### src/include/uart_tx_consts.svh
// sizes, host register map and reset defaults shared by the transmit rtl, pulled in by `include.
`ifndef UART_TX_CONSTS_SVH
`define UART_TX_CONSTS_SVH

// transmit fifo geometry.
`define UART_TX_FIFO_DEPTH 16
`define UART_TX_PTR_W 4

// host register addresses.
`define UART_ADDR_THR 2'd0
`define UART_ADDR_LCR 2'd1
`define UART_ADDR_DIV 2'd2
`define UART_ADDR_CTRL 2'd3

// zero selects sixteen ticks per bit.
`define UART_TX_OVERSAMPLE_DEF 4'h0

`endif
### src/logic/uart_tx_pkg.sv
// register word types for the transmit subsystem, imported by the host port and the testbench.
package uart_tx_pkg;

	// line control view of a host byte.
	typedef struct packed {
		logic       lcr_break;
		logic       lcr_parity_stick;
		logic       lcr_parity_even;
		logic       lcr_parity_enable;
		logic       lcr_stopbit;
		logic [1:0] lcr_wordlength;
		logic       lcr_rsvd;
	} uart_lcr_t;

	// control view of a host byte.
	typedef struct packed {
		logic       loop_mode;
		logic [2:0] ctrl_rsvd;
		logic [3:0] oversample;
	} uart_ctrl_t;

	// one write byte, read through the view its address selects.
	typedef union packed {
		logic [7:0] raw;
		uart_lcr_t  lcr;
		uart_ctrl_t ctrl;
	} uart_reg_word_u;

endpackage

### src/logic/uart_line_ctrl_if.sv
// line control settings carried from the host register port to the serializer.
`timescale 1ns/100ps

interface uart_line_ctrl_if;
	logic       lcr_break;
	logic       lcr_parity_stick;
	logic       lcr_parity_even;
	logic       lcr_parity_enable;
	logic       lcr_stopbit;
	logic [1:0] lcr_wordlength;
	logic [3:0] oversample;
	logic       uart_loop_mode;

	modport host (output lcr_break, lcr_parity_stick, lcr_parity_even, lcr_parity_enable,
		lcr_stopbit, lcr_wordlength, oversample, uart_loop_mode);

	modport tx (input lcr_break, lcr_parity_stick, lcr_parity_even, lcr_parity_enable,
		lcr_stopbit, lcr_wordlength, oversample, uart_loop_mode);

endinterface

### src/logic/uart_tx_top.sv
// transmit subsystem top, connects host port, fifo, baud generator and serializer.
`timescale 1ns/100ps

module uart_tx_top (
	input  logic       uclk,
	input  logic       urstn,
	input  logic       wr_en,
	input  logic [1:0] wr_addr,
	input  logic [7:0] wr_data,
	output logic       uart_sout,
	output logic       unloop_sout,
	output logic       uart_tx_busy,
	output logic       tx_full,
	output logic       tx_overrun
);
	logic       push;
	logic [7:0] push_data;
	logic [7:0] baud_div;
	logic       baud_mx;
	logic [7:0] txfifo_dataout;
	logic       tx_data_ready;
	logic       txfifo_read;

	uart_line_ctrl_if line_if ();

	uart_host_port u_host_port (
		.uclk       (uclk),
		.urstn      (urstn),
		.wr_en      (wr_en),
		.wr_addr    (wr_addr),
		.wr_data    (wr_data),
		.full       (tx_full),
		.push       (push),
		.push_data  (push_data),
		.baud_div   (baud_div),
		.tx_overrun (tx_overrun),
		.line       (line_if.host)
	);

	uart_tx_fifo u_tx_fifo (
		.uclk           (uclk),
		.urstn          (urstn),
		.push           (push),
		.push_data      (push_data),
		.txfifo_read    (txfifo_read),
		.txfifo_dataout (txfifo_dataout),
		.tx_data_ready  (tx_data_ready),
		.full           (tx_full)
	);

	uart_baud_gen u_baud_gen (
		.uclk     (uclk),
		.urstn    (urstn),
		.baud_div (baud_div),
		.baud_mx  (baud_mx)
	);

	uart_tx_serializer u_tx_serializer (
		.uclk           (uclk),
		.urstn          (urstn),
		.baud_mx        (baud_mx),
		.txfifo_dataout (txfifo_dataout),
		.tx_data_ready  (tx_data_ready),
		.line           (line_if.tx),
		.txfifo_read    (txfifo_read),
		.uart_tx_busy   (uart_tx_busy),
		.uart_sout      (uart_sout),
		.unloop_sout    (unloop_sout)
	);

endmodule

### src/logic/uart_tx_serializer.sv
// transmit frame serializer, turns fifo characters into start, data, parity and stop bits.
`timescale 1ns/100ps

module uart_tx_serializer (
	input  logic         uclk,
	input  logic         urstn,
	input  logic         baud_mx,
	input  logic [7:0]   txfifo_dataout,
	input  logic         tx_data_ready,
	uart_line_ctrl_if.tx line,
	output logic         txfifo_read,
	output logic         uart_tx_busy,
	output logic         uart_sout,
	output logic         unloop_sout
);
	// data states carry the bit index in the low three bits.
	localparam logic [3:0] TX_IDLE   = 4'b0000;
	localparam logic [3:0] TX_START  = 4'b0100;
	localparam logic [3:0] TX_DATA0  = 4'b1000;
	localparam logic [3:0] TX_PARITY = 4'b0111;
	localparam logic [3:0] TX_STOP1  = 4'b0011;
	localparam logic [3:0] TX_STOP15 = 4'b0010;
	localparam logic [3:0] TX_STOP2  = 4'b0001;

	logic [3:0] state_q;
	logic [3:0] state_d;
	logic [3:0] bit_cnt;
	logic [3:0] bit_last;
	logic [3:0] half_ticks;
	logic       bit_end;
	logic       half_end;
	logic       cnt_clr;
	logic       in_data;
	logic [2:0] last_bit;
	logic [3:0] after_data;
	logic [3:0] after_stop;
	logic       load;
	logic       shift_en;
	logic [7:0] shift_q;
	logic       parity_q;
	logic       parity_bit;
	logic       line_lvl;

	// ********************
	// bit period timing.

	// oversample 0 wraps to 15, giving sixteen ticks.
	assign bit_last = line.oversample - 4'd1;

	always_comb begin
		if (line.oversample == 4'h0) begin
			half_ticks = 4'd8;
		end else if (line.oversample[3:1] == 3'd0) begin
			half_ticks = 4'd1;
		end else begin
			half_ticks = {1'b0, line.oversample[3:1]};
		end
	end

	assign bit_end  = baud_mx & (bit_cnt == bit_last);
	assign half_end = baud_mx & (bit_cnt == (half_ticks - 4'd1));
	assign cnt_clr  = load | ((state_q == TX_STOP15) ? half_end : bit_end);

	always_ff @(posedge uclk) begin
		if (!urstn) begin
			bit_cnt <= 4'd0;
		end else if (cnt_clr) begin
			bit_cnt <= 4'd0;
		end else if (baud_mx & uart_tx_busy) begin
			bit_cnt <= bit_cnt + 4'd1;
		end
	end

	// ********************
	// frame state machine.
	assign in_data    = state_q[3];
	assign last_bit   = {1'b0, line.lcr_wordlength} + 3'd4;
	assign after_data = line.lcr_parity_enable ? TX_PARITY : TX_STOP1;
	assign after_stop = tx_data_ready ? TX_START : TX_IDLE;

	always_comb begin
		state_d = state_q;
		case (state_q)
			TX_IDLE: begin
				if (baud_mx & tx_data_ready) begin
					state_d = TX_START;
				end
			end
			TX_START: begin
				if (bit_end) begin
					state_d = TX_DATA0;
				end
			end
			TX_PARITY: begin
				if (bit_end) begin
					state_d = TX_STOP1;
				end
			end
			TX_STOP1: begin
				if (bit_end) begin
					if (!line.lcr_stopbit) begin
						state_d = after_stop;
					end else if (line.lcr_wordlength == 2'd0) begin
						state_d = TX_STOP15;
					end else begin
						state_d = TX_STOP2;
					end
				end
			end
			TX_STOP15: begin
				if (half_end) begin
					state_d = after_stop;
				end
			end
			TX_STOP2: begin
				if (bit_end) begin
					state_d = after_stop;
				end
			end
			default: begin
				if (!in_data) begin
					state_d = TX_IDLE;
				end else if (bit_end) begin
					if (state_q[2:0] == last_bit) begin
						state_d = after_data;
					end else begin
						state_d = state_q + 4'd1;
					end
				end
			end
		endcase
	end

	always_ff @(posedge uclk) begin
		if (!urstn) begin
			state_q <= TX_IDLE;
		end else begin
			state_q <= state_d;
		end
	end

	// character is taken and popped as the start bit begins.
	assign load        = (state_d == TX_START) & (state_q != TX_START);
	assign txfifo_read = load;
	assign shift_en    = in_data & bit_end;

	always_ff @(posedge uclk) begin
		if (load) begin
			shift_q  <= txfifo_dataout;
			parity_q <= 1'b0;
		end else if (shift_en) begin
			shift_q  <= {1'b0, shift_q[7:1]};
			parity_q <= parity_q ^ shift_q[0];
		end
	end

	// ********************
	// line level.
	assign parity_bit = line.lcr_parity_stick ? ~line.lcr_parity_even
		: ~(parity_q ^ line.lcr_parity_even);

	always_comb begin
		if (line.lcr_break) begin
			line_lvl = 1'b0;
		end else if (in_data) begin
			line_lvl = shift_q[0];
		end else if (state_q == TX_START) begin
			line_lvl = 1'b0;
		end else if (state_q == TX_PARITY) begin
			line_lvl = parity_bit;
		end else begin
			line_lvl = 1'b1;
		end
	end

	// pin held at mark in loopback.
	assign uart_sout    = line.uart_loop_mode ? 1'b1 : line_lvl;
	assign unloop_sout  = line_lvl;
	assign uart_tx_busy = (state_q != TX_IDLE);

endmodule

### src/logic/uart_baud_gen.sv
// baud divisor counter, gives a one cycle baud_mx tick every divisor plus one clocks.
`timescale 1ns/100ps

module uart_baud_gen (
	input  logic       uclk,
	input  logic       urstn,
	input  logic [7:0] baud_div,
	output logic       baud_mx
);
	logic [7:0] div_cnt;
	logic       cnt_zero;

	assign cnt_zero = (div_cnt == 8'h00);

	// new divisor is picked up on reload only.
	always_ff @(posedge uclk) begin
		if (!urstn) begin
			div_cnt <= 8'h00;
			baud_mx <= 1'b0;
		end else if (cnt_zero) begin
			div_cnt <= baud_div;
			baud_mx <= 1'b1;
		end else begin
			div_cnt <= div_cnt - 8'h01;
			baud_mx <= 1'b0;
		end
	end

endmodule

### src/logic/uart_tx_fifo.sv
// transmit character fifo between the host write port and the serializer.
`timescale 1ns/100ps
`include "uart_tx_consts.svh"

module uart_tx_fifo (
	input  logic       uclk,
	input  logic       urstn,
	input  logic       push,
	input  logic [7:0] push_data,
	input  logic       txfifo_read,
	output logic [7:0] txfifo_dataout,
	output logic       tx_data_ready,
	output logic       full
);
	logic [7:0]                mem [`UART_TX_FIFO_DEPTH];
	logic [`UART_TX_PTR_W-1:0] wr_ptr;
	logic [`UART_TX_PTR_W-1:0] rd_ptr;
	logic [`UART_TX_PTR_W:0]   count;
	logic                      do_push;
	logic                      do_pop;

	// push when full and pop when empty are dropped.
	assign do_push = push & ~full;
	assign do_pop  = txfifo_read & tx_data_ready;

	always_ff @(posedge uclk) begin
		if (do_push) begin
			mem[wr_ptr] <= push_data;
		end
	end

	always_ff @(posedge uclk) begin
		if (!urstn) begin
			wr_ptr <= '0;
			rd_ptr <= '0;
			count  <= '0;
		end else begin
			if (do_push) begin
				wr_ptr <= wr_ptr + (`UART_TX_PTR_W)'(1);
			end
			if (do_pop) begin
				rd_ptr <= rd_ptr + (`UART_TX_PTR_W)'(1);
			end
			case ({do_push, do_pop})
				2'b10: begin
					count <= count + (`UART_TX_PTR_W+1)'(1);
				end
				2'b01: begin
					count <= count - (`UART_TX_PTR_W+1)'(1);
				end
				default: begin
					count <= count;
				end
			endcase
		end
	end

	assign txfifo_dataout = mem[rd_ptr];
	assign tx_data_ready  = (count != '0);
	assign full           = (count == (`UART_TX_PTR_W+1)'(`UART_TX_FIFO_DEPTH));

endmodule

### src/logic/uart_host_port.sv
// host write port, decodes register writes into fifo pushes and line control settings.
`timescale 1ns/100ps
`include "uart_tx_consts.svh"

module uart_host_port (
	input  logic                        uclk,
	input  logic                        urstn,
	input  logic                        wr_en,
	input  logic [1:0]                  wr_addr,
	input  uart_tx_pkg::uart_reg_word_u wr_data,
	input  logic                        full,
	output logic                        push,
	output logic [7:0]                  push_data,
	output logic [7:0]                  baud_div,
	output logic                        tx_overrun,
	uart_line_ctrl_if.host              line
);
	import uart_tx_pkg::*;

	uart_lcr_t  lcr_q;
	uart_ctrl_t ctrl_q;
	logic       wr_thr;
	logic       wr_lcr;
	logic       wr_div;
	logic       wr_ctrl;

	assign wr_thr  = wr_en & (wr_addr == `UART_ADDR_THR);
	assign wr_lcr  = wr_en & (wr_addr == `UART_ADDR_LCR);
	assign wr_div  = wr_en & (wr_addr == `UART_ADDR_DIV);
	assign wr_ctrl = wr_en & (wr_addr == `UART_ADDR_CTRL);

	// ********************
	// character path.
	always_ff @(posedge uclk) begin
		if (!urstn) begin
			push <= 1'b0;
		end else begin
			push <= wr_thr;
		end
	end

	always_ff @(posedge uclk) begin
		if (wr_thr) begin
			push_data <= wr_data.raw;
		end
	end

	// sticky until reset.
	always_ff @(posedge uclk) begin
		if (!urstn) begin
			tx_overrun <= 1'b0;
		end else if (push & full) begin
			tx_overrun <= 1'b1;
		end
	end

	// ********************
	// configuration registers.
	always_ff @(posedge uclk) begin
		if (!urstn) begin
			lcr_q    <= '0;
			baud_div <= 8'h00;
			ctrl_q   <= '{loop_mode: 1'b0, ctrl_rsvd: 3'b000,
				oversample: `UART_TX_OVERSAMPLE_DEF};
		end else begin
			if (wr_lcr) begin
				lcr_q <= wr_data.lcr;
			end
			if (wr_div) begin
				baud_div <= wr_data.raw;
			end
			if (wr_ctrl) begin
				ctrl_q <= wr_data.ctrl;
			end
		end
	end

	assign line.lcr_break         = lcr_q.lcr_break;
	assign line.lcr_parity_stick  = lcr_q.lcr_parity_stick;
	assign line.lcr_parity_even   = lcr_q.lcr_parity_even;
	assign line.lcr_parity_enable = lcr_q.lcr_parity_enable;
	assign line.lcr_stopbit       = lcr_q.lcr_stopbit;
	assign line.lcr_wordlength    = lcr_q.lcr_wordlength;
	assign line.oversample        = ctrl_q.oversample;
	assign line.uart_loop_mode    = ctrl_q.loop_mode;

endmodule

### config.mk
export PLATFORM = sky130hd
export DESIGN_NAME = uart_tx_top
export DESIGN_NICKNAME = d
export VERILOG_FILES = /design/src/logic/uart_tx_pkg.sv /design/src/logic/uart_line_ctrl_if.sv /design/src/logic/uart_tx_top.sv /design/src/logic/uart_tx_serializer.sv /design/src/logic/uart_baud_gen.sv /design/src/logic/uart_tx_fifo.sv /design/src/logic/uart_host_port.sv
export VERILOG_INCLUDE_DIRS = /design/src /design/src/include
export SDC_FILE = /design/constraint.sdc
export NUM_CORES = 1
export LEC_CHECK = 0
export ABC_AREA = 0
export ABC_CLOCK_PERIOD_IN_PS = 9800
export BUFFER_PORTS_ARGS = -buffer_cell sky130_fd_sc_hd__buf_4
export CORE_MARGIN = 5
export CORE_UTILIZATION = 40
export DETAILED_ROUTE_END_ITERATION = 8
export PLACE_DENSITY = 0.51
export SYNTH_ARGS = -nofsm -noshare
export SYNTH_HDL_FRONTEND = slang
export SYNTH_HIERARCHICAL = 1
export SYNTH_SLANG_ARGS = --single-unit
### constraint.sdc
create_clock -name uclk -period 9.8 [get_ports uclk]
set_clock_uncertainty 0.2 [all_clocks]
set_input_delay 0.98 -clock uclk [delete_from_list [all_inputs] [get_ports uclk]]
set_output_delay 0.98 -clock uclk [all_outputs]
set_load 0.01 [all_outputs]
=== Word-level counts from Yosys, hierarchy flattened ===
Memory sizes are Yosys's and may differ from the RTL's. A register that Yosys moved wholly into a read port is not among the register bits.
Cells that the tools add are included.

* Register bits: 69
* Input port bits: 13
* Output and inout port bits: 5
* Memories kept: 1
* RAM bits: 128
* Word-level logic and storage cells: 111

{| class="wikitable"
|+ Memories
! name !! words !! bits a word !! rd ports !! clocked after memory_dff !! wr ports !! RTL line !! source
|-
| u_tx_fifo.mem || 16 || 8 || 1 || 1 || 1 || uart_tx_fifo.sv:15 || <nowiki>logic [7:0] mem [`UART_TX_FIFO_DEPTH];</nowiki>
|}

* Equality and inequality tests: 16
* Multiplexer cells: 32
* Bitwise logic cells: 20
* Reductions and logical operators: 11
* Add/subtract/negate cells: 10

{| class="wikitable"
|+ Operators with widths
! cell !! count
|-
| $mux W4 || 13
|-
| $mux W8 || 3
|-
| $pmux W4 S6 || 1
|-
| $add A4 B1 Y4 const B || 4
|-
| $and A1 B1 Y1 || 13
|-
| $eq A4 B3 Y1 const B || 3
|-
| $mux W1 || 10
|-
| $pmux W5 S2 || 1
|-
| $mux W3 || 3
|-
| $eq A4 B2 Y1 const B || 2
|-
| $eq A4 B4 Y1 || 2
|-
| $logic_not A4 Y1 || 2
|-
| $logic_not A8 Y1 || 1
|-
| $sub A4 B1 Y4 const B || 2
|-
| $sub A8 B1 Y8 const B || 1
|-
| $eq A2 B2 Y1 const B || 3
|-
| $add A5 B1 Y5 const B || 1
|-
| $eq A5 B5 Y1 const B || 1
|-
| $reduce_bool A5 Y1 || 1
|-
| $sub A5 B1 Y5 const B || 1
|-
| $eq A2 B1 Y1 const B || 2
|-
| $eq A4 B1 Y1 const B || 1
|-
| $logic_not A2 Y1 || 2
|-
| $ne A4 B3 Y1 const B || 1
|-
| other kinds (10) || 15
|}

=== Depth between registers and ports, before layout ===
Gate-level depths: netlist of run 1.

* Depth in word-level cells: 13
* Depth in mapped cells: 21

=== Cells and area by module ===
The synthesis of run 1 kept the hierarchy.

{| class="wikitable"
|+ By module, submodules not included
! module !! sequential area each (sq um) !! cells each !! area an instance (sq um) !! times used
|-
| uart_tx_fifo || 4184.0 || 298 || 5771.8 || 1
|-
| uart_tx_serializer || 420.4 || 138 || 1303.8 || 1
|-
| uart_host_port || 680.7 || 90 || 1061.0 || 1
|-
| uart_baud_gen || 180.2 || 55 || 488.0 || 1
|}

=== Least setup slack after synthesis of run 1 ===
No wires, ideal clock.

* Path kind: register to register
* Start point: reg u_host_port.ctrl_q (netlist bit u_host_port/line.oversample[0])
* End point: reg u_tx_fifo.count[4]
* Period minus slack after synthesis: 5.063 ns
* Setup slack: 4.737 ns
* Data arrival time: 4.791 ns
* Path buffers: 1
* Stages on the path, launching flop included: 21
* Cell sequence: dfxtp_1 inv_1 ha_1 or3_4 and2_2 ha_1 xor2_1 nand3b_1 a211oi_2 o21ai_1 a221o_1 nor4b_4 buf_6 a21boi_1 ha_1 xor2_1 ha_1 nor4b_1 a21oi_1 o32ai_1 mux2i_1

* Cells in the longest elaborated chain, start to end: 12
* Elaborated cells between the ends (all ways): 23
* Those cells by class: 2 x add/sub; 5 x eq/ne; 10 x mux; 4 x bitwise; 2 x reduce/logical

{| class="wikitable"
|+ RTL lines
! item !! RTL line !! source
|-
| from (decl) || uart_host_port.sv:21 || <nowiki>uart_ctrl_t ctrl_q;</nowiki>
|-
| from (signal assigned) || uart_host_port.sv:63 || <nowiki>ctrl_q <= '{loop_mode: 1'b0, ctrl_rsvd: 3'b000,</nowiki>
|-
| from (signal assigned) || uart_host_port.sv:73 || <nowiki>ctrl_q <= wr_data.ctrl;</nowiki>
|-
| $logic_not A4 Y1 || uart_tx_serializer.sv:51 || <nowiki>if (line.oversample == 4'h0) begin</nowiki>
|-
| $mux W4 || uart_tx_serializer.sv:51 ||
|-
| $sub A4 B1 Y4 || uart_tx_serializer.sv:61 || <nowiki>assign half_end = baud_mx & (bit_cnt == (half_ticks - 4'd1));</nowiki>
|-
| $eq A4 B4 Y1 || uart_tx_serializer.sv:61 ||
|-
| $and A1 B1 Y1 || uart_tx_serializer.sv:61 ||
|-
| $mux W4 || uart_tx_serializer.sv:111 || <nowiki>if (half_end) begin</nowiki>
|-
| $pmux W4 S6 (*) || uart_tx_serializer.sv:83 || <nowiki>case (state_q)</nowiki>
|-
| $eq A4 B3 Y1 (*) || uart_tx_serializer.sv:143 || <nowiki>assign load = (state_d == TX_START) & (state_q != TX_START);</nowiki>
|-
| $and A1 B1 Y1 (*) || uart_tx_serializer.sv:143 ||
|-
| net txfifo_read || uart_tx_top.sv:22 || <nowiki>logic txfifo_read;</nowiki>
|-
| $and A1 B1 Y1 (*) || uart_tx_fifo.sv:24 || <nowiki>assign do_pop = txfifo_read & tx_data_ready;</nowiki>
|-
| net u_tx_fifo.do_pop || uart_tx_fifo.sv:20 || <nowiki>logic do_pop;</nowiki>
|-
| $eq A2 B1 Y1 or $eq A2 B2 Y1 (tied branches) || uart_tx_fifo.sv:44 || <nowiki>case ({do_push, do_pop})</nowiki>
|-
| $pmux W5 S2 or $reduce_bool A2 Y1 (tied branches) || - ||
|-
| to (signal assigned) || uart_tx_fifo.sv:46 || <nowiki>count <= count + (`UART_TX_PTR_W+1)'(1);</nowiki>
|-
| to (signal assigned) || uart_tx_fifo.sv:49 || <nowiki>count <= count - (`UART_TX_PTR_W+1)'(1);</nowiki>
|-
| to (signal assigned) || uart_tx_fifo.sv:52 || <nowiki>count <= count;</nowiki>
|-
| to (decl) || uart_tx_fifo.sv:18 || <nowiki>logic [`UART_TX_PTR_W:0] count;</nowiki>
|}

The timed path passes the listed nets; every way through them passes the cells marked *.
A chain may end at the register's enable or synchronous reset.

=== Final worst setup path of run 1 ===
Ends and elaborated chain as after synthesis.

==> flow_summary.json, run 1 <==
{
  "crit_type": "flop to flop",
  "clk_pin_slew_worst_paths_ns": 0.06,
  "antenna_found_initial": 0,
  "cts_setup_buffers": 0,
  "hold_violations": 0,
  "fp.dieH_um": 157,
  "yosysMostFrequentCell": "edfxtp_1",
  "synth_common_cells": "edfxtp_1 (144), dfxtp_1 (57), nand2_1 (52)",
  "worstHoldPathType": "flop to flop",
  "finalSetupTns_ns": 0,
  "crit_path_end_kind": "flop",
  "clock_path_buffers": 3,
  "yosys-top-cells-area": "edfxtp_1 (50%), dfxtp_1 (13%), mux4_2 (10%)",
  "netlist.area_leader.share": 0.501,
  "path_cells": "inv_1 > ha_1 > or3_4 > and2_2 > ha_1 > xor2_1 > nand3b_1 > a211oi_2 > o21ai_1 > a221o_1 > nor4b_4 > buf_4 > a21boi_1 > ha_1 > xor2_1 > ha_1 > nor4b_1 > a21oi_1 > o32ai_1 > mux2i_1",
  "synth_area_leader_cell": "edfxtp_1",
  "via_count": 4891,
  "crit_slowest_cell": "a21boi_1",
  "drt_iter0_markers": 291,
  "maxCapViolCount": 0,
  "cts_sinks": 201,
  "ctsHoldBuffers": 0,
  "ios": 18,
  "drt-total-wl_mm": 18.2,
  "rsz0062_at_grt": "no",
  "placed_cell_area_um2": 9020,
  "port_buffers": 17,
  "post-dp-hpwl_mm": 12.0,
  "drive_gt1_frac": 0.202,
  "relSlewSlack": 0.406,
  "crit_path_start_kind": "flop",
  "postSynthAreaPerCell_um2": 14.8,
  "syn_inst": 581,
  "synth_edf_count": 144,
  "cts.htree.levels": 1,
  "die_area_um2": 24600,
  "yosys_warnings": 6,
  "grt_pass1_wl_mm": 28.3,
  "ys_seq_area_frac": 0.634,
  "syn_area_um2": 8620,
  "critPathMaxStageDelay_ns": 0.46,
  "leakage_nw": 3.34,
  "fmax_mhz": 178,
  "synth-async-reset-ratio": 0,
  "synth_nets": 610,
  "die_w_um": 157,
  "grt_overflow": 0,
  "critPathBufInv": 2,
  "ir_drop_mv": 0.166,
  "tightest_slew_ns": 0.888,
  "viasPerCell": 5.48,
  "ys.flop_type": "edfxtp_1",
  "cp_max_fo": 18,
  "initial_core_util": 0.408,
  "dr.pass1.iters": 4,
  "grt_max_degree": 59,
  "fin_crit_sh": 0.573,
  "syn2layout_area_growth_pct": 13.8,
  "cpMostUsedCell": "ha_1",
  "ys_ff_latch": 201,
  "drc_errors": 0,
  "cts_tree": "yes",
  "root_buffer": "clkbuf_16",
  "numCtsBuffers": 23,
  "worstSkewPairLatency_ns": 0.52,
  "synth_cell_types": 67,
  "finalSetupViolCount": 0,
  "final_nets": 630,
  "grt_pass1_vias": 4830,
  "outcome": "completed",
  "crit_family": "compound AO/OA/AOI/OAI gates",
  "antenna_left": 0,
  "core_um2": 21200,
  "slew_violations": 0,
  "gr-usage-all-layers": 0.150,
  "post_drt_wl_per_cell_um": 20.4,
  "fp-row-count": 53,
  "min_period_ns": 5.62,
  "antennaDiodeCount": 0,
  "final_design_area_no_fill_um2": 9810,
  "post_cts_resized": 0,
  "r2r_slack_ns": 4.18,
  "arrival_ns": 5.85,
  "power_density_nw_per_um2": 201,
  "cp_data_required_time_ns": 10.03,
  "gp_congestion": 0.820
}
sequential cells by signal (all words and copies together), names as in the netlist, 2 cells and up, named ones only:
| name | cells |
|---|---|
| u_tx_fifo/wr_ptr | 4 |
| u_tx_fifo/mem | 128 |
| u_tx_serializer/shift_q | 8 |
| u_host_port/push_data | 8 |
| u_tx_fifo/count | 5 |
| u_baud_gen/div_cnt | 8 |
| u_tx_serializer/bit_cnt | 4 |
| u_host_port/baud_div | 8 |
| u_host_port/line.oversample | 4 |
| u_host_port/line.lcr_wordlength | 2 |
| u_tx_serializer/state_q | 4 |
| u_tx_fifo/rd_ptr | 4 |
routing by layer:
| layer | GRT usage | part of all wire |
|---|---|---|
| met1 | 0.219 | 0.47 |
| met2 | 0.231 | 0.47 |
| met3 | 0.0285 | 0.042 |
| met4 | 0.0393 | 0.019 |
| met5 | 0 | 0 |
cells in the final DEF (no fill, tap or decap), types with 14 or more instances in the layout:
| cell | instances |
|---|---|
| clkbuf_16 | 26 |
| inv_1 | 19 |
| xnor2_1 | 15 |
| edfxtp_1 | 144 |
| nand2_1 | 52 |
| ha_1 | 16 |
| mux4_2 | 40 |
| nor2_1 | 24 |
| dfxtp_1 | 56 |
| nor3_1 | 18 |
| buf_4 | 24 |
| mux2i_1 | 26 |
| and2_1 | 14 |
where the power goes:
group          switching [mW]  leakage [nW]  internal (mW)
clock                   0.337         0.390          0.540
sequential             0.0311          1.76          0.931
combinational          0.0740          1.19         0.0646
total                   0.442          3.34           1.53
worst reg2reg max path, stage by stage, from the launching register on:
cell and delay, ns:
dfxtp_1 0.38, inv_1 0.06, ha_1 0.22, or3_4 0.38
and2_2 0.20, ha_1 0.28, xor2_1 0.15, nand3b_1 0.11
a211oi_2 0.30, o21ai_1 0.15, a221o_1 0.41, nor4b_4 0.27
buf_4 0.28, a21boi_1 0.46, ha_1 0.27, xor2_1 0.08
ha_1 0.23, nor4b_1 0.41, a21oi_1 0.10, o32ai_1 0.38
mux2i_1 0.22
final cells by class:
class	instances	area [um^2]
Fill cell	1829	11300
Multi-Input combinational cell	332	2950
Sequential cell	201	5470
Inverter	19	71.3
Tap cell	275	344
Clock inverter	7	72.6
Clock buffer	35	724
Timing Repair Buffer	24	180
path summary, 6_finish.rpt:
| check | start | end | cells after the start |
|---|---|---|---|
| worst max-delay path | u_host_port/line.oversample[0] | u_tx_fifo/count[4] | 20 |
| worst min-delay path | u_host_port/line.lcr_parity_stick | u_host_port/line.lcr_parity_stick | 2 |
| worst max register to register | u_host_port/line.oversample[0] | u_tx_fifo/count[4] | 20 |
| worst min register to register | u_host_port/line.lcr_parity_stick | u_host_port/line.lcr_parity_stick | 2 |
logic make-up (layout without fill, tap and decap cells):
| family | after synthesis | after routing | synth area share |
|---|---|---|---|
| AOI/OAI and AO/OA | 57 | 57 | 0.0473 |
| xor gates and xnor gates | 27 | 27 | 0.0295 |
| adders and majority gates | 16 | 16 | 0.0232 |
| buffers and inverters | 48 | 85 | 0.0244 |
| DFF | 201 | 201 | 0.634 |
| muxes | 74 | 74 | 0.146 |
| and+or+nand+nor | 158 | 158 | 0.0960 |
per-stage QoR:
stage,instances,hold WS (ns),total power [mW],setup slack (ns),utilization
2_1_floorplan,581,0.233,1.09,4.74,-
3_3_place_gp,851,0.248,1.11,4.54,0.426
3_5_place_dp,851,0.247,1.12,4.25,0.426
4_1_cts,893,0.255,2.00,4.21,0.464
5_1_grt,893,0.273,2.05,3.83,0.464
6_report,893,0.256,1.98,4.18,0.464
No activity file was read; power rests on OpenSTA's default activity.
==> inputs of run 2 (changes only) <==
--- a/config.mk
+++ b/config.mk
@@ -7,7 +7,7 @@
 export NUM_CORES = 1
 export LEC_CHECK = 0
 export ABC_AREA = 0
-export ABC_CLOCK_PERIOD_IN_PS = 9800
+export ABC_CLOCK_PERIOD_IN_PS = 5600
 export BUFFER_PORTS_ARGS = -buffer_cell sky130_fd_sc_hd__buf_4
 export CORE_MARGIN = 5
 export CORE_UTILIZATION = 40
==> constraint.sdc (replaced) <==
create_clock -name uclk -period 5.6 [get_ports uclk]
set_clock_uncertainty 0.2 [all_clocks]
set_input_delay 0.56 -clock uclk [delete_from_list [all_inputs] [get_ports uclk]]
set_output_delay 0.56 -clock uclk [all_outputs]
set_load 0.01 [all_outputs]
==> run 2 against run 1 <==
Die area is the same. Cell count down 0.11%. Sequential share of layout area increased by 0.24 points. Total power increased by 72%. Fmax up 8.7%. Core utilization fell by 0.20 points. Critical path depth unchanged. Worst hold slack worse by 0.20 ns. Global-route usage rose by 0.26 points. Clock power rose by 68%.
==> flow_summary.json, run 2 (same netlist as run 1, synthesis figures left out) <==
{
  "whs_ns": 0.0589,
  "final_common_cell": "edfxtp_1",
  "numCtsBuffers": 22,
  "tightest_slew_ns": 0.921,
  "post-dp-hpwl_mm": 12.3,
  "fmax_mhz": 194,
  "crit_type": "flop to flop",
  "grt_overflow": 0,
  "grt_use_met3": 0.0249,
  "drt_iter0_markers": 332,
  "cts_sinks": 201,
  "power_density_nw_per_um2": 347,
  "top_usage_layer": "met2",
  "grt_max_degree": 59,
  "antenna_left": 0,
  "leakage_nw": 3.32,
  "fp-row-count": 53,
  "cpMostUsedCell": "ha_1",
  "clk_pin_slew_worst_paths_ns": 0.06,
  "gr-usage-all-layers": 0.152,
  "viasPerCell": 5.34,
  "syn2layout_area_growth_pct": 13.3,
  "hold_violations": 0,
  "cts.htree.levels": 1,
  "dr.pass1.iters": 4,
  "final_nets": 630,
  "layout.cells.non_filler": 892,
  "drt-total-wl_mm": 18.3,
  "cts_setup_buffers": 0,
  "post_cts_resized": 0,
  "min_period_ns": 5.16,
  "via_count": 4761,
  "die_area_um2": 24600,
  "finalSetupViolCount": 0,
  "core_um2": 21200,
  "crit_slowest_cell": "nor4b_4",
  "crit_family": "simple AND/OR/NAND/NOR gates",
  "antennaDiodeCount": 0,
  "port_buffers": 17,
  "drive_gt1_frac": 0.199,
  "fin_crit_sh": 0.922,
  "critPathBufInv": 2,
  "ios": 18,
  "path_cells": "inv_1 > ha_1 > or3_4 > and2_2 > ha_1 > xor2_1 > nand3b_1 > a211oi_2 > o21ai_1 > a221o_1 > nor4b_4 > a21boi_1 > buf_4 > ha_1 > xor2_1 > ha_1 > nor4b_1 > a211oi_1 > o32ai_1 > mux2i_1",
  "finalWorstSetupSlack_ns": 0.436,
  "initial_core_util": 0.408,
  "ir_drop_mv": 0.206,
  "drc_errors": 0,
  "maxCapViolCount": 0,
  "fp.dieH_um": 157,
  "cts_tree": "yes",
  "antenna_found_initial": 0,
  "gp_congestion": 0.792,
  "worstSkewPairLatency_ns": 0.50,
  "worstHoldPathType": "input pin to flop",
  "grt_pass1_vias": 4953,
  "critPathMaxStageDelay_ns": 0.44,
  "cp_max_fo": 5,
  "ctsHoldBuffers": 0,
  "die_w_um": 157,
  "arrival_ns": 5.39,
  "layout_common_cells": "edfxtp_1 (144), dfxtp_1 (56), nand2_1 (52), mux4_2 (40), mux2i_1 (26)",
  "grt_pass1_wl_mm": 28.7,
  "grt_use_met2": 0.238,
  "root_buffer": "clkbuf_16",
  "relSlewSlack": 0.384,
  "outcome": "completed",
  "slew_violations": 0,
  "rsz0062_at_grt": "no",
  "fin_util": 0.462,
  "grt_util_met1": 0.225,
  "post_drt_wl_per_cell_um": 20.5,
  "cp_data_required_time_ns": 5.82,
  "largest_register": "u_tx_fifo/mem",
  "dpl_worst_slack_ns": 0.501,
  "largest_reg_flops": 128,
  "finalSetupTns_ns": 0,
  "crit_path_end_kind": "flop",
  "clock_path_buffers": 3,
  "dpl.cell_count": 852,
  "r2r_slack_ns": 0.44,
  "crit_path_start_kind": "flop"
}
[run 2: stage by stage]
step / power, mW / instance area (um^2)
floorplan: 1.90 / 8620
detailed placement: 1.96 / 9020
global route: 3.53 / 9770
finish: 3.39 / 9770
global placement: 1.95 / 9020
CTS: 3.44 / 9770
[run 2: power breakdown]
part,leakage (nW),switching [mW],internal (mW)
combinational,1.20,0.131,0.113
sequential,1.76,0.0547,1.63
clock,0.362,0.558,0.907
total,3.32,0.744,2.65
[run 2: final timing paths]
kind                                                startpoint                       end  depth (start not counted)
worst max-delay path            u_host_port/line.oversample[0]        u_tx_fifo/count[4]                         20
worst min-delay path                                wr_data[1]  u_host_port/push_data[1]                          1
worst max register to register  u_host_port/line.oversample[0]        u_tx_fifo/count[4]                         20
worst min register to register         u_host_port/baud_div[0]   u_host_port/baud_div[0]                          2
[run 2: per-layer routing]
metal / share of wire / routed length, um
met5: 0 / 0
met4: 0.015 / 283
met3: 0.037 / 681
met2: 0.46 / 8500
met1: 0.48 / 8830
[run 2: final cells by class]
cell class,count,area (um^2)
multi-input cells,332,2950
well taps,275,344
clock inverters,8,129
flip-flops and latches,201,5470
repair buffers,25,188
clock buffers,32,618
inverters,19,71.3
fillers,1864,11400
==> inputs of run 3 (changes only) <==
--- a/config.mk
+++ b/config.mk
@@ -11,6 +11,7 @@
 export BUFFER_PORTS_ARGS = -buffer_cell sky130_fd_sc_hd__buf_4
 export CORE_MARGIN = 5
 export CORE_UTILIZATION = 40
+export CTS_BUF_LIST = sky130_fd_sc_hd__clkbuf_8
 export DETAILED_ROUTE_END_ITERATION = 8
 export PLACE_DENSITY = 0.51
 export SYNTH_ARGS = -nofsm -noshare
==> run 3 against run 2 <==
Cell count rose by 2.5%. Sequential share of layout area rose by 0.65 points. Final area fell by 1.1%. Global-route usage rose by 0.33 points. First-iteration DRC count fell by 8.7%. Wire length rose by 1.9%. Critical endpoint unchanged. Fmax barely moved. Worst hold slack got worse by 0.012 ns. Register-to-register slack barely moved. Clock power fell by 18%. Flip-flop and latch count did not move. Largest cell class unchanged.
==> flow_summary.json, run 3 (same netlist as run 1, synthesis figures left out) <==
{
  "regToRegStartpoint": "u_host_port/line.oversample[0]",
  "die_area_um2": 24600,
  "min_period_ns": 5.16,
  "slew_violations": 0,
  "largest_register": "u_tx_fifo/mem",
  "crit_path_start_kind": "flop",
  "final_nets": 643,
  "gp_congestion": 0.792,
  "power_density_nw_per_um2": 325,
  "grt_pass1_vias": 5046,
  "cp_max_fo": 5,
  "root_buffer": "clkbuf_8",
  "core_um2": 21200,
  "wl_met3_um": 741,
  "crit_type": "flop to flop",
  "rsz0062_at_grt": "no",
  "fp.dieH_um": 157,
  "fp-row-count": 53,
  "hold_violations": 0,
  "layout_common_cells": "edfxtp_1 (144), dfxtp_1 (56), nand2_1 (52), mux4_2 (40), inv_1 (38)",
  "dr.pass1.iters": 5,
  "worst_r2r_path_depth": 20,
  "grt_overflow": 0,
  "worstSkewPairLatency_ns": 0.50,
  "cts_sinks": 201,
  "antenna_left": 0,
  "viasPerCell": 5.29,
  "maxCapViolCount": 0,
  "post_drt_wl_per_cell_um": 20.4,
  "tightest_slew_ns": 0.918,
  "ctsHoldBuffers": 0,
  "final_common_cell": "edfxtp_1",
  "gr-usage-all-layers": 0.156,
  "port_buffers": 17,
  "via_count": 4838,
  "fmax_mhz": 194,
  "cts_setup_buffers": 0,
  "drt_iter0_markers": 303,
  "clock_path_buffers": 3,
  "route.top_layer_used": "met4",
  "placed_cell_area_um2": 9020,
  "fin_crit_sh": 0.922,
  "post-dp-hpwl_mm": 12.3,
  "finalSetupTns_ns": 0,
  "cts_tree": "yes",
  "drt-total-wl_mm": 18.6,
  "relSlewSlack": 0.385,
  "initial_core_util": 0.408,
  "cp_data_required_time_ns": 5.83,
  "drc_errors": 0,
  "dr_wl_met2_mm": 8.75,
  "r2r-end": "u_tx_fifo/count[4]",
  "clk_pin_slew_worst_paths_ns": 0.06,
  "ios": 18,
  "final_design_area_no_fill_um2": 9660,
  "crit_path_end": "u_tx_fifo/count[4]",
  "post_cts_resized": 0,
  "arrival_ns": 5.40,
  "cts.htree.levels": 2,
  "antennaDiodeCount": 0,
  "met1_length_mm": 8.84,
  "antenna_found_initial": 0,
  "die_w_um": 157,
  "grt_max_degree": 59,
  "largest_reg_flops": 128,
  "ir_drop_mv": 0.232,
  "r2r_slack_ns": 0.44,
  "cp-startpoint": "u_host_port/line.oversample[0]",
  "worstHoldPathType": "input pin to flop",
  "numCtsBuffers": 35,
  "grt_pass1_wl_mm": 29.0,
  "leakage_nw": 3.35,
  "fin_total_pwr_mw": 3.14,
  "finalSetupViolCount": 0,
  "drive_gt1_frac": 0.205,
  "outcome": "completed",
  "crit_path_end_kind": "flop",
  "syn2layout_area_growth_pct": 12.0
}
==> run 3: layout make-up <==
cell class              instances  area (um^2)
clock inverters                25          126
fillers                      1899        11500
flip-flops and latches        201         5470
inverters                      19         71.3
multi-input cells             332         2950
repair buffers                 25          188
well taps                     275          344
clock buffers                  37          509
==> run 3: how the worst min path moves through the flow <==
stage                                                    to                              start  cells past startpoint
after floorplan           u_host_port/line.lcr_parity_stick  u_host_port/line.lcr_parity_stick                      2
after global placement    u_host_port/line.lcr_parity_stick  u_host_port/line.lcr_parity_stick                      2
after detailed placement            u_host_port/baud_div[0]            u_host_port/baud_div[0]                      2
after CTS                          u_host_port/push_data[1]                         wr_data[1]                      1
after global routing               u_host_port/push_data[1]                         wr_data[1]                      1
final                              u_host_port/push_data[1]                         wr_data[1]                      1
==> run 3: worst max-delay path, stage by stage (launching register included) <==
cell,delay [ns]
dfxtp_1,0.38
inv_1,0.06
ha_1,0.21
or3_4,0.38
and2_2,0.20
ha_1,0.28
xor2_1,0.14
nand3b_1,0.10
a211oi_2,0.29
o21ai_1,0.15
a221o_1,0.41
nor4b_4,0.45
a21boi_1,0.22
buf_4,0.16
ha_1,0.17
xor2_1,0.07
ha_1,0.22
nor4b_1,0.38
a211oi_1,0.12
o32ai_1,0.29
mux2i_1,0.21
==> run 3: power by group <==
| group | switching (mW) | internal, mW |
|---|---|---|
| logic | 0.131 | 0.113 |
| clock network | 0.557 | 0.655 |
| registers | 0.0545 | 1.63 |
==> run 3: layer usage <==
layer,track usage,up-vias
li1,-,2261
met2,0.237,98
met5,0,-
met4,0.0467,0
met3,0.0313,26
met1,0.227,2453
==> run 3: stage by stage <==
| stage | cells | util | hold slack (ns) | worst slack, ns |
|---|---|---|---|---|
| after CTS | 914 | 0.457 | 0.0146 | 0.491 |
| after detailed placement | 852 | 0.427 | 0.250 | 0.501 |
| after floorplan | 581 | - | 0.233 | 0.537 |
| after global placement | 852 | 0.427 | 0.246 | 0.652 |
| final | 914 | 0.457 | 0.0472 | 0.436 |
| after global routing | 914 | 0.457 | 0.0127 | 0.0938 |
